File: src/dma_pkg.sv
/*
 * dma package
 * widths, register map, control bit positions and FSM states
 * shared by the seven channel DMA engine
 */
package dma_pkg;
   localparam int NUM_CHAN = 7;

   typedef logic [31:0]         word_t;     // data or address word
   typedef logic [15:0]         count_t;    // word count in BCR[31:16]
   typedef logic [2:0]          prio_t;     // lower value wins
   typedef logic [NUM_CHAN-1:0] chan_vec_t; // one bit per channel
   typedef logic [7:0]          reg_addr_t;

   // register map
   localparam reg_addr_t CHAN_STRIDE = 8'h10;
   localparam reg_addr_t OFS_MADR    = 8'h00;
   localparam reg_addr_t OFS_BCR     = 8'h04;
   localparam reg_addr_t OFS_CHCR    = 8'h08;
   localparam reg_addr_t ADDR_DPCR   = 8'h70;
   localparam reg_addr_t ADDR_DICR   = 8'h74;

   localparam int CHCR_DIR   = 0;  // 1 = memory to device
   localparam int CHCR_STEP  = 1;  // 1 = address counts down
   localparam int CHCR_START = 24;

   localparam int DPCR_FIELD = 4;  // prio in [2:0], enable in [3]

   localparam int DICR_FORCE    = 15;
   localparam int DICR_EN_LSB   = 16;
   localparam int DICR_MASTER   = 23;
   localparam int DICR_FLAG_LSB = 24;
   localparam int DICR_IRQ      = 31;

   localparam word_t ADDR_STEP = 32'd4;

   typedef enum logic [2:0] {
      CH_IDLE, CH_WAIT_GO, CH_DEV_RD, CH_MEM_WR,
      CH_MEM_RD, CH_DEV_WR, CH_ACK_LOW, CH_FINISH
   } chan_state_t;

   typedef enum logic [1:0] {
      ARB_IDLE, ARB_ASSIGN, ARB_WAIT
   } arb_state_t;
endpackage

File: src/dma_chan_if.sv
/*
 * dma channel link
 * carries one channel's MADR, count and CHCR bits to its transfer FSM
 * and the advance and finish strobes back to the register bank
 */
`timescale 1ns/10ps

interface dma_chan_if;
   dma_pkg::word_t  madr;
   dma_pkg::count_t count;
   logic            dir;       // memory to device
   logic            step_down;
   logic            start;
   logic            advance;   // one word moved
   logic            finish;    // clear start bit

   modport regs (output madr, count, dir, step_down, start,
                 input  advance, finish);

   modport fsm  (input  madr, count, dir, step_down, start,
                 output advance, finish);
endinterface

File: src/dma_regs.sv
/*
 * dma register bank
 * per channel MADR, BCR and CHCR plus DPCR, written by the CPU,
 * stepped by the channel strobes, with the register read mux
 */
`timescale 1ns/10ps

module dma_regs (
   input  logic               sys_clk,
   input  logic               rst,
   input  logic               reg_wen_i,
   input  dma_pkg::reg_addr_t reg_addr_i,
   input  dma_pkg::word_t     reg_wdata_i,
   output dma_pkg::word_t     rdata_o,
   output dma_pkg::word_t     dpcr_o,
   dma_chan_if.regs           chan [dma_pkg::NUM_CHAN]
);
   dma_pkg::word_t dpcr_q;
   dma_pkg::word_t rd_word [dma_pkg::NUM_CHAN]; // zero unless addressed

   always_ff @(posedge sys_clk, posedge rst) begin
      if (rst) begin
         dpcr_q <= '0;
      end else if (reg_wen_i && reg_addr_i == dma_pkg::ADDR_DPCR) begin
         dpcr_q <= reg_wdata_i;
      end
   end

   for (genvar i = 0; i < dma_pkg::NUM_CHAN; i++) begin : g_bank
      localparam dma_pkg::reg_addr_t BASE = dma_pkg::reg_addr_t'(i) * dma_pkg::CHAN_STRIDE;

      dma_pkg::word_t  madr_q;
      dma_pkg::count_t count_q;
      logic            dir_q, step_q, start_q;
      logic            sel_madr, sel_bcr, sel_chcr;
      dma_pkg::word_t  chcr_word;

      assign sel_madr = reg_addr_i == BASE + dma_pkg::OFS_MADR;
      assign sel_bcr  = reg_addr_i == BASE + dma_pkg::OFS_BCR;
      assign sel_chcr = reg_addr_i == BASE + dma_pkg::OFS_CHCR;

      // cpu write wins over the channel strobes
      always_ff @(posedge sys_clk, posedge rst) begin
         if (rst) begin
            madr_q  <= '0;
            count_q <= '0;
            dir_q   <= 1'b0;
            step_q  <= 1'b0;
            start_q <= 1'b0;
         end else begin
            if (reg_wen_i && sel_madr) begin
               madr_q <= reg_wdata_i;
            end else if (chan[i].advance) begin
               madr_q <= chan[i].step_down ? madr_q - dma_pkg::ADDR_STEP
                                           : madr_q + dma_pkg::ADDR_STEP;
            end
            if (reg_wen_i && sel_bcr) begin
               count_q <= reg_wdata_i[31:16]; // block size half not kept
            end else if (chan[i].advance) begin
               count_q <= count_q - 16'd1;
            end
            if (reg_wen_i && sel_chcr) begin
               dir_q   <= reg_wdata_i[dma_pkg::CHCR_DIR];
               step_q  <= reg_wdata_i[dma_pkg::CHCR_STEP];
               start_q <= reg_wdata_i[dma_pkg::CHCR_START];
            end else if (chan[i].finish) begin
               start_q <= 1'b0;
            end
         end
      end

      always_comb begin
         chcr_word = '0;
         chcr_word[dma_pkg::CHCR_DIR]   = dir_q;
         chcr_word[dma_pkg::CHCR_STEP]  = step_q;
         chcr_word[dma_pkg::CHCR_START] = start_q;
      end

      assign rd_word[i] = sel_madr ? madr_q :
                          sel_bcr  ? {count_q, 16'h0000} :
                          sel_chcr ? chcr_word : '0;

      assign chan[i].madr      = madr_q;
      assign chan[i].count     = count_q;
      assign chan[i].dir       = dir_q;
      assign chan[i].step_down = step_q;
      assign chan[i].start     = start_q;
   end

   // DICR is merged in at the top level
   always_comb begin
      rdata_o = (reg_addr_i == dma_pkg::ADDR_DPCR) ? dpcr_q : '0;
      for (int i = 0; i < dma_pkg::NUM_CHAN; i++) begin
         rdata_o = rdata_o | rd_word[i];
      end
   end

   assign dpcr_o = dpcr_q;
endmodule

File: src/dma_channel.sv
/*
 * dma channel
 * sync mode 1 transfer FSM, one word per grant between the device
 * FIFO and memory, with the word latch and end of block handling
 */
`timescale 1ns/10ps

module dma_channel (
   input  logic           sys_clk,
   input  logic           rst,
   input  logic           go_i,
   output logic           req_o,
   output logic           done_o,
   output logic           irq_o,
   dma_chan_if.fsm        regs,
   output dma_pkg::word_t mem_addr_o,
   output dma_pkg::word_t mem_wdata_o,
   output logic           mem_ren_o,
   output logic           mem_wen_o,
   input  dma_pkg::word_t mem_rdata_i,
   input  logic           mem_ack_i,
   input  logic           chan_rdy_i,
   input  logic           chan_full_i,
   input  dma_pkg::word_t chan_rdata_i,
   output dma_pkg::word_t chan_wdata_o,
   output logic           chan_ren_o,
   output logic           chan_wen_o
);
   dma_pkg::chan_state_t state_q, state_d;
   logic                 tip_q, tip_d;   // transfer in progress
   dma_pkg::word_t       data_q;

   always_ff @(posedge sys_clk, posedge rst) begin
      if (rst) begin
         state_q <= dma_pkg::CH_IDLE;
         tip_q   <= 1'b0;
      end else begin
         state_q <= state_d;
         tip_q   <= tip_d;
      end
   end

   // word latch, filled from the device or from memory
   always_ff @(posedge sys_clk) begin
      if (state_q == dma_pkg::CH_DEV_RD && chan_rdy_i) begin
         data_q <= chan_rdata_i;
      end else if (state_q == dma_pkg::CH_MEM_RD && mem_ack_i) begin
         data_q <= mem_rdata_i;
      end
   end

   always_comb begin
      state_d      = state_q;
      tip_d        = tip_q;
      done_o       = 1'b0;
      irq_o        = 1'b0;
      regs.advance = 1'b0;
      regs.finish  = 1'b0;
      chan_ren_o   = 1'b0;
      chan_wen_o   = 1'b0;

      case (state_q)
         dma_pkg::CH_IDLE: begin
            if (regs.start) begin
               tip_d   = 1'b1;
               state_d = dma_pkg::CH_WAIT_GO;
            end
         end
         dma_pkg::CH_WAIT_GO: begin
            if (go_i) begin
               if (regs.count == '0) begin
                  state_d = dma_pkg::CH_FINISH;  // block already done
               end else if (regs.dir) begin
                  state_d = dma_pkg::CH_MEM_RD;
               end else begin
                  state_d = dma_pkg::CH_DEV_RD;
               end
            end
         end
         dma_pkg::CH_DEV_RD: begin
            if (chan_rdy_i) begin
               chan_ren_o = 1'b1;
               state_d    = dma_pkg::CH_MEM_WR;
            end
         end
         dma_pkg::CH_MEM_WR: begin
            if (mem_ack_i) begin
               state_d = dma_pkg::CH_ACK_LOW;
            end
         end
         dma_pkg::CH_MEM_RD: begin
            if (mem_ack_i) begin
               state_d = dma_pkg::CH_DEV_WR;
            end
         end
         dma_pkg::CH_DEV_WR: begin
            if (!chan_full_i) begin
               chan_wen_o = 1'b1;
               state_d    = dma_pkg::CH_ACK_LOW;
            end
         end
         dma_pkg::CH_ACK_LOW: begin
            if (!mem_ack_i) begin     // memory released the ack
               done_o       = 1'b1;
               regs.advance = 1'b1;
               state_d      = dma_pkg::CH_WAIT_GO;
            end
         end
         dma_pkg::CH_FINISH: begin
            done_o      = 1'b1;
            irq_o       = 1'b1;
            regs.finish = 1'b1;
            tip_d       = 1'b0;
            state_d     = dma_pkg::CH_IDLE;
         end
         default: state_d = dma_pkg::CH_IDLE;
      endcase
   end

   assign req_o        = tip_q;
   assign mem_addr_o   = regs.madr;
   assign mem_wdata_o  = data_q;
   assign mem_ren_o    = state_q == dma_pkg::CH_MEM_RD;  // held until ack
   assign mem_wen_o    = state_q == dma_pkg::CH_MEM_WR;
   assign chan_wdata_o = data_q;
endmodule

File: src/dma_arbiter.sv
/*
 * dma arbiter
 * DPCR priority pick among requesting channels, grant FSM per bus
 * tenure, and the memory bus mux driven by the registered grant
 */
`timescale 1ns/10ps

module dma_arbiter (
   input  logic                                      sys_clk,
   input  logic                                      rst,
   input  dma_pkg::word_t                            dpcr_i,
   input  logic                                      dma_en_i,
   input  dma_pkg::chan_vec_t                        req_i,
   input  dma_pkg::chan_vec_t                        done_i,
   output dma_pkg::chan_vec_t                        go_o,
   input  dma_pkg::word_t [dma_pkg::NUM_CHAN-1:0]    ch_addr_i,
   input  dma_pkg::word_t [dma_pkg::NUM_CHAN-1:0]    ch_wdata_i,
   input  dma_pkg::chan_vec_t                        ch_ren_i,
   input  dma_pkg::chan_vec_t                        ch_wen_i,
   output dma_pkg::word_t                            mem_addr_o,
   output dma_pkg::word_t                            mem_wdata_o,
   output logic                                      mem_ren_o,
   output logic                                      mem_wen_o,
   output logic                                      dma_done_o
);
   dma_pkg::arb_state_t state_q, state_d;
   dma_pkg::chan_vec_t  grant_q, grant_d;
   dma_pkg::chan_vec_t  win;
   dma_pkg::prio_t      best;
   logic                found;

   // strict compare keeps the lower index on a tie
   always_comb begin
      win   = '0;
      best  = '0;
      found = 1'b0;
      for (int i = 0; i < dma_pkg::NUM_CHAN; i++) begin
         if (req_i[i] && dpcr_i[i*dma_pkg::DPCR_FIELD + 3] &&
             (!found || dpcr_i[i*dma_pkg::DPCR_FIELD +: 3] < best)) begin
            win    = '0;
            win[i] = 1'b1;
            best   = dpcr_i[i*dma_pkg::DPCR_FIELD +: 3];
            found  = 1'b1;
         end
      end
   end

   always_ff @(posedge sys_clk, posedge rst) begin
      if (rst) begin
         state_q <= dma_pkg::ARB_IDLE;
         grant_q <= '0;
      end else begin
         state_q <= state_d;
         grant_q <= grant_d;
      end
   end

   always_comb begin
      state_d    = state_q;
      grant_d    = grant_q;
      go_o       = '0;
      dma_done_o = 1'b0;
      case (state_q)
         dma_pkg::ARB_IDLE: begin
            if (dma_en_i) begin
               state_d = dma_pkg::ARB_ASSIGN;
            end
         end
         dma_pkg::ARB_ASSIGN: begin
            if (found) begin
               grant_d = win;
               go_o    = win;
               state_d = dma_pkg::ARB_WAIT;
            end else begin
               dma_done_o = 1'b1;   // nothing eligible, hand the bus back
               state_d    = dma_pkg::ARB_IDLE;
            end
         end
         dma_pkg::ARB_WAIT: begin
            if (|(done_i & grant_q)) begin
               dma_done_o = 1'b1;
               grant_d    = '0;
               state_d    = dma_pkg::ARB_IDLE;
            end
         end
         default: state_d = dma_pkg::ARB_IDLE;
      endcase
   end

   // bus idles at zero without a grant
   always_comb begin
      mem_addr_o  = '0;
      mem_wdata_o = '0;
      mem_ren_o   = 1'b0;
      mem_wen_o   = 1'b0;
      for (int i = 0; i < dma_pkg::NUM_CHAN; i++) begin
         if (grant_q[i]) begin
            mem_addr_o  = ch_addr_i[i];
            mem_wdata_o = ch_wdata_i[i];
            mem_ren_o   = ch_ren_i[i];
            mem_wen_o   = ch_wen_i[i];
         end
      end
   end
endmodule

File: src/dma_irq.sv
/*
 * dma interrupt register
 * DICR with per channel enables, flag capture under the master bit,
 * write one to clear flags, and the combined irq in bit 31
 */
`timescale 1ns/10ps

module dma_irq (
   input  logic               sys_clk,
   input  logic               rst,
   input  dma_pkg::chan_vec_t irq_i,
   input  logic               wen_i,
   input  dma_pkg::word_t     wdata_i,
   output dma_pkg::word_t     dicr_o,
   output logic               irq_o
);
   dma_pkg::word_t     dicr_q, dicr_d;
   dma_pkg::chan_vec_t enables, flags;

   assign enables = dicr_q[dma_pkg::DICR_EN_LSB +: dma_pkg::NUM_CHAN];
   assign flags   = dicr_q[dma_pkg::DICR_FLAG_LSB +: dma_pkg::NUM_CHAN];

   always_comb begin
      dicr_d = dicr_q;
      // master irq lags its inputs by one cycle
      dicr_d[dma_pkg::DICR_IRQ] = dicr_q[dma_pkg::DICR_FORCE] | (|(enables & flags));
      if (wen_i) begin
         dicr_d[5:0] = wdata_i[5:0];   // low control bits
         dicr_d[dma_pkg::DICR_MASTER:dma_pkg::DICR_FORCE] =
            wdata_i[dma_pkg::DICR_MASTER:dma_pkg::DICR_FORCE];
         dicr_d[dma_pkg::DICR_FLAG_LSB +: dma_pkg::NUM_CHAN] =
            flags & ~wdata_i[dma_pkg::DICR_FLAG_LSB +: dma_pkg::NUM_CHAN];
      end else if (dicr_q[dma_pkg::DICR_MASTER]) begin
         dicr_d[dma_pkg::DICR_FLAG_LSB +: dma_pkg::NUM_CHAN] = flags | (enables & irq_i);
      end
   end

   always_ff @(posedge sys_clk, posedge rst) begin
      if (rst) begin
         dicr_q <= '0;
      end else begin
         dicr_q <= dicr_d;
      end
   end

   assign dicr_o = dicr_q;
   assign irq_o  = dicr_q[dma_pkg::DICR_IRQ];
endmodule

File: src/dma_top.sv
/*
 * dma top
 * seven channel DMA engine: register bank, DPCR arbiter,
 * per channel transfer FSMs and the DICR interrupt block
 */
`timescale 1ns/10ps

module dma_top (
   input  logic                                   sys_clk,
   input  logic                                   rst,
   input  logic                                   reg_wen_i,
   input  dma_pkg::reg_addr_t                     reg_addr_i,
   input  dma_pkg::word_t                         reg_wdata_i,
   output dma_pkg::word_t                         reg_rdata_o,
   input  logic                                   dma_en_i,
   output logic                                   dma_req_o,
   output logic                                   dma_done_o,
   output dma_pkg::word_t                         mem_addr_o,
   output dma_pkg::word_t                         mem_wdata_o,
   input  dma_pkg::word_t                         mem_rdata_i,
   output logic                                   mem_ren_o,
   output logic                                   mem_wen_o,
   input  logic                                   mem_ack_i,
   input  dma_pkg::chan_vec_t                     chan_rdy_i,
   input  dma_pkg::chan_vec_t                     chan_full_i,
   output dma_pkg::chan_vec_t                     chan_ren_o,
   output dma_pkg::chan_vec_t                     chan_wen_o,
   input  dma_pkg::word_t [dma_pkg::NUM_CHAN-1:0] chan_rdata_i,
   output dma_pkg::word_t [dma_pkg::NUM_CHAN-1:0] chan_wdata_o,
   output logic                                   irq_o
);
   dma_pkg::chan_vec_t                     req, done, go, ch_irq, ch_ren, ch_wen;
   dma_pkg::word_t [dma_pkg::NUM_CHAN-1:0] ch_addr, ch_wdata;
   dma_pkg::word_t                         dpcr, regs_rdata, dicr;
   logic                                   dicr_sel;

   dma_chan_if chan_if [dma_pkg::NUM_CHAN] ();

   assign dicr_sel    = reg_addr_i == dma_pkg::ADDR_DICR;
   assign reg_rdata_o = dicr_sel ? dicr : regs_rdata;
   assign dma_req_o   = |req;

   dma_regs i_regs (
      .sys_clk     (sys_clk),
      .rst         (rst),
      .reg_wen_i   (reg_wen_i),
      .reg_addr_i  (reg_addr_i),
      .reg_wdata_i (reg_wdata_i),
      .rdata_o     (regs_rdata),
      .dpcr_o      (dpcr),
      .chan        (chan_if)
   );

   dma_arbiter i_arbiter (
      .sys_clk     (sys_clk),
      .rst         (rst),
      .dpcr_i      (dpcr),
      .dma_en_i    (dma_en_i),
      .req_i       (req),
      .done_i      (done),
      .go_o        (go),
      .ch_addr_i   (ch_addr),
      .ch_wdata_i  (ch_wdata),
      .ch_ren_i    (ch_ren),
      .ch_wen_i    (ch_wen),
      .mem_addr_o  (mem_addr_o),
      .mem_wdata_o (mem_wdata_o),
      .mem_ren_o   (mem_ren_o),
      .mem_wen_o   (mem_wen_o),
      .dma_done_o  (dma_done_o)
   );

   dma_irq i_irq (
      .sys_clk (sys_clk),
      .rst     (rst),
      .irq_i   (ch_irq),
      .wen_i   (reg_wen_i && dicr_sel),
      .wdata_i (reg_wdata_i),
      .dicr_o  (dicr),
      .irq_o   (irq_o)
   );

   for (genvar i = 0; i < dma_pkg::NUM_CHAN; i++) begin : g_chan
      dma_channel i_channel (
         .sys_clk      (sys_clk),
         .rst          (rst),
         .go_i         (go[i]),
         .req_o        (req[i]),
         .done_o       (done[i]),
         .irq_o        (ch_irq[i]),
         .regs         (chan_if[i]),
         .mem_addr_o   (ch_addr[i]),
         .mem_wdata_o  (ch_wdata[i]),
         .mem_ren_o    (ch_ren[i]),
         .mem_wen_o    (ch_wen[i]),
         .mem_rdata_i  (mem_rdata_i),   // shared read data
         .mem_ack_i    (mem_ack_i),
         .chan_rdy_i   (chan_rdy_i[i]),
         .chan_full_i  (chan_full_i[i]),
         .chan_rdata_i (chan_rdata_i[i]),
         .chan_wdata_o (chan_wdata_o[i]),
         .chan_ren_o   (chan_ren_o[i]),
         .chan_wen_o   (chan_wen_o[i])
      );
   end
endmodule

File: config.mk
export PLATFORM = sky130hd
export DESIGN_NAME = dma_top
export DESIGN_NICKNAME = d
export VERILOG_FILES = /design/src/dma_pkg.sv /design/src/dma_chan_if.sv /design/src/dma_regs.sv /design/src/dma_channel.sv /design/src/dma_arbiter.sv /design/src/dma_irq.sv /design/src/dma_top.sv
export SDC_FILE = /design/constraint.sdc
export NUM_CORES = 2
export LEC_CHECK = 0
export ABC_AREA = 1
export BUFFER_PORTS_ARGS = -buffer_cell sky130_fd_sc_hd__buf_2
export CAP_MARGIN = 10
export CORE_UTILIZATION = 30
export DETAILED_ROUTE_END_ITERATION = 12
export HOLD_SLACK_MARGIN = 0.05
export PLACE_DENSITY = 0.53
export SYNTH_ARGS = -nofsm -noshare
export SYNTH_HDL_FRONTEND = slang
export SYNTH_SLANG_ARGS = --single-unit
File: constraint.sdc
create_clock -name sys_clk -period 17 [get_ports sys_clk]
set_input_delay 0.85 -clock sys_clk [delete_from_list [all_inputs] [get_ports sys_clk]]
set_output_delay 0.85 -clock sys_clk [all_outputs]
set_load 0.05 [all_outputs]
==> flow_summary.yaml <==
setup_path:
  r2r_cells: 48
  slowest_stage: "dfrtp_1"
  setup.worst_path.start: "i_regs.dpcr_o[3]$_DFFE_PP0P_"
  endpoint_kind: "flop"
  r2r-start: "i_regs.dpcr_o[3]$_DFFE_PP0P_"
  reg2reg_to: "g_chan[0].i_channel.state_q[0]$_DFFE_PP0P_"
  ff2ff_setup_slack_ns: 9.82
  cp_top_family: "simple AND/OR/NAND/NOR gates"
  path_buf_inv: 3
  critical_path.max_stage_delay_ns: 0.43
  startpoint_type: "flop"
  crit_top_cell: "nand2_1"
  crit_arrival_ns: 7.76
  cp_max_fo: 14
  crit_required_ns: 17.58
  crit_type: "flop to flop"
cells_and_area:
  fill_cells: 16100
  nNetsFinal: 7078
  final_cell_area_mm2: 0.0539
  multi_input_area_mm2: 0.0243
  layout.area.seq_mm2: 0.0180
  syn2layout_area_growth_pct: 18.8
  mostFrequentLayoutCells: "nand2_1 (1733), buf_2 (653), o21ai_0 (578)"
  final_common_cell: "nand2_1"
  drive_gt1_share_pct: 15.2
sta:
  hold_viol: 0
  fin_tns_setup_ns: 0
  drv_slew: 0
  tightest_slew_ns: 1.27
  setup-violations-final: 0
  final.min_clock_period_ns: 7.18
  maxSlewHeadroom_pct: 13.0
  max_freq_mhz: 139
  fin_crit_sh_pct: 42.2
  skew_ns: 0.0257
  rsz0062_at_grt: "false"
drt:
  vias: 49600
  wl_met2_um: 109000
  drtAntennaViolNets: 0
  wirelength_um: 247000
  drt_iter0_drc: 5847
  highest_layer: "met5"
  wl_met1_um: 94800
  avgViaCountPerCell: 5.74
  drt-pass1-iter-count: 6
  drc: 0
  dr_wl_met3_um: 27300
  wl_per_cell_um: 28.6
floorplanning:
  num_io_pins: 654
  die_h_um: 391
  start_util_pct: 30.3
  rows: 142
  die-area_mm2: 0.153
  fp.dieW_um: 391
  coreArea_mm2: 0.150
power:
  seqPwrFrac_pct: 29.5
  p_int_mw: 4.77
  clockPowerShare_pct: 19.4
  p_sw_share_pct: 51.2
  p_sw_mw: 5.01
  peakVddDrop_mv: 0.122
  leakage_nw: 25.1
  combPwrFrac_pct: 51.1
  p_per_area_mw_per_mm2: 181
clock_tree:
  cts_sinks: 673
  cts_resized: 0
  clk_transition_reported_paths_ns: 0.06
  clock_latency_ns: 0.71
  postCtsHoldBufs: 0
  cts_buffer_depth: 3
  post_cts_buffers: 0
  cts_made_buffers: 87
  cts_tree: "done"
  cts_max_level: 3
  cts-root-buf: "clkbuf_16"
placed_design:
  gp_congestion: 1.01
  place_area_mm2: 0.0511
  hpwlAfterDp_um: 185000
  io_buffers: 653
synthesis:
  synthArstFlopShare_pct: 66.7
  synth.area.top_cells: "dfrtp_1 (25%), edfxtp_1 (15%), nand2_1 (14%)"
  synth_nets: 6503
  synth_edf_count: 224
  synth_top_area_cell: "dfrtp_1"
  syn_inst: 5963
  synth_ff_type: "dfrtp_1"
  syn_area_mm2: 0.0454
  yosysTopAreaCellShare_pct: 24.8
  synth_seq_cells: 673
  synth_cell_type_count: 62
  yosysSeqAreaShare_pct: 39.6
  ys_warn_count: 0
  syn_area_per_cell_um2: 7.61
outcome:
  status: "finished, final reports clean"
global_routing:
  grt_pass1_wl_um: 344000
  antenna_found_initial: 52
  grt_usage_pct: 31.3
  grt_pass1_vias: 46300
  grt_overflow: 0
  grt_max_degree: 129
run:
  cap_violations: 0
min_path:
  hp-class: "primary input to async pin"
[power groups by stage]
stage | registers (mW) | logic, mW | clock network, mW
3_5_place_dp | 2.88 | 4.89 | 0
2_1_floorplan | 2.98 | 3.10 | 0
3_3_place_gp | 2.88 | 4.86 | 0
6_report | 2.89 | 5.00 | 1.89
5_1_grt | 2.92 | 5.39 | 1.97
4_1_cts | 2.86 | 4.91 | 1.91
[how the worst max path moves through the flow]
stage,end,slack [ns],cells after the start
5_1_grt,g_chan[0].i_channel.state_q[2]$_DFFE_PP0P_,9.06,50
4_1_cts,g_chan[0].i_channel.state_q[0]$_DFFE_PP0P_,9.82,48
3_5_place_dp,g_chan[0].i_channel.state_q[0]$_DFFE_PP0P_,9.88,48
3_3_place_gp,g_chan[0].i_channel.state_q[1]$_DFFE_PP0P_,9.92,46
6_report,g_chan[0].i_channel.state_q[0]$_DFFE_PP0P_,9.82,48
2_1_floorplan,g_chan[0].i_channel.req_o$_DFFE_PP0P_,3.64,1
[through the flow]
stage          std cells  utilization [%]  power, mW  worst slack [ns]  hold slack (ns)
2_1_floorplan       5963                -       6.08              3.64            0.449
3_3_place_gp        8463             34.0       7.74              9.92            0.462
3_5_place_dp        8463             34.0       7.77              9.88            0.476
4_1_cts             8621             35.9       9.67              9.82            0.310
5_1_grt             8634             35.9       10.3              9.06            0.363
6_report            8645             36.0       9.78              9.82            0.300
[cells in the mapped netlist, types with 24 or more instances]
cell type / count
a21oi_1: 390
a221oi_1: 51
buf_1: 24
clkbuf_1: 233
dfrtp_1: 449
edfxtp_1: 224
ha_1: 218
inv_1: 543
nand2_1: 1737
nand3_1: 222
nor2_1: 321
nor3_1: 59
o211ai_1: 78
o21ai_0: 585
o21ai_1: 25
o221ai_1: 254
o22ai_1: 91
xnor2_1: 46
xor2_1: 111
[state kept, by name, summed over array words and instances, names as in the netlist, 7 cells and up]
name	count
g_chan.i_channel.chan_wdata_o	224
g_chan.i_channel.req_o	7
g_chan.i_channel.state_q	21
i_arbiter.grant_q	7
i_irq.dicr_o	23
i_regs.chan.count	112
i_regs.chan.dir	7
i_regs.chan.madr	224
i_regs.chan.start	7
i_regs.chan.step_down	7
i_regs.dpcr_o	32
[routing by layer]
metal / up-vias / global-route usage [%]
met1: 24000 / 39.4
met5: - / 0
met2: 2998 / 48.8
met4: 42 / 17.3
met3: 671 / 8.14
li1: 21900 / -
[logic make-up (layout without fill, tap and decap cells)]
family	count (synthesis)	in the layout	synth area share [%]
simple gates	2416	2416	21.3
compound gates	1639	1639	22.6
buf+inv	853	1497	7.20
flops	673	673	39.6
fa+ha+maj	225	225	6.32
xor+xnor	157	157	3.03
other cells	0	22	0
[area by class of cell]
type / count / share of cell area (%)
inverters: 578 / 4.05
well taps: 2016 / 4.68
clock inverters: 36 / 0.573
flip-flops and latches: 673 / 33.3
repair buffers: 761 / 7.62
clock buffers: 122 / 4.57
diodes: 22 / 0.102
multi-input cells: 4437 / 45.1
No activity file was read; power rests on OpenSTA's default activity.
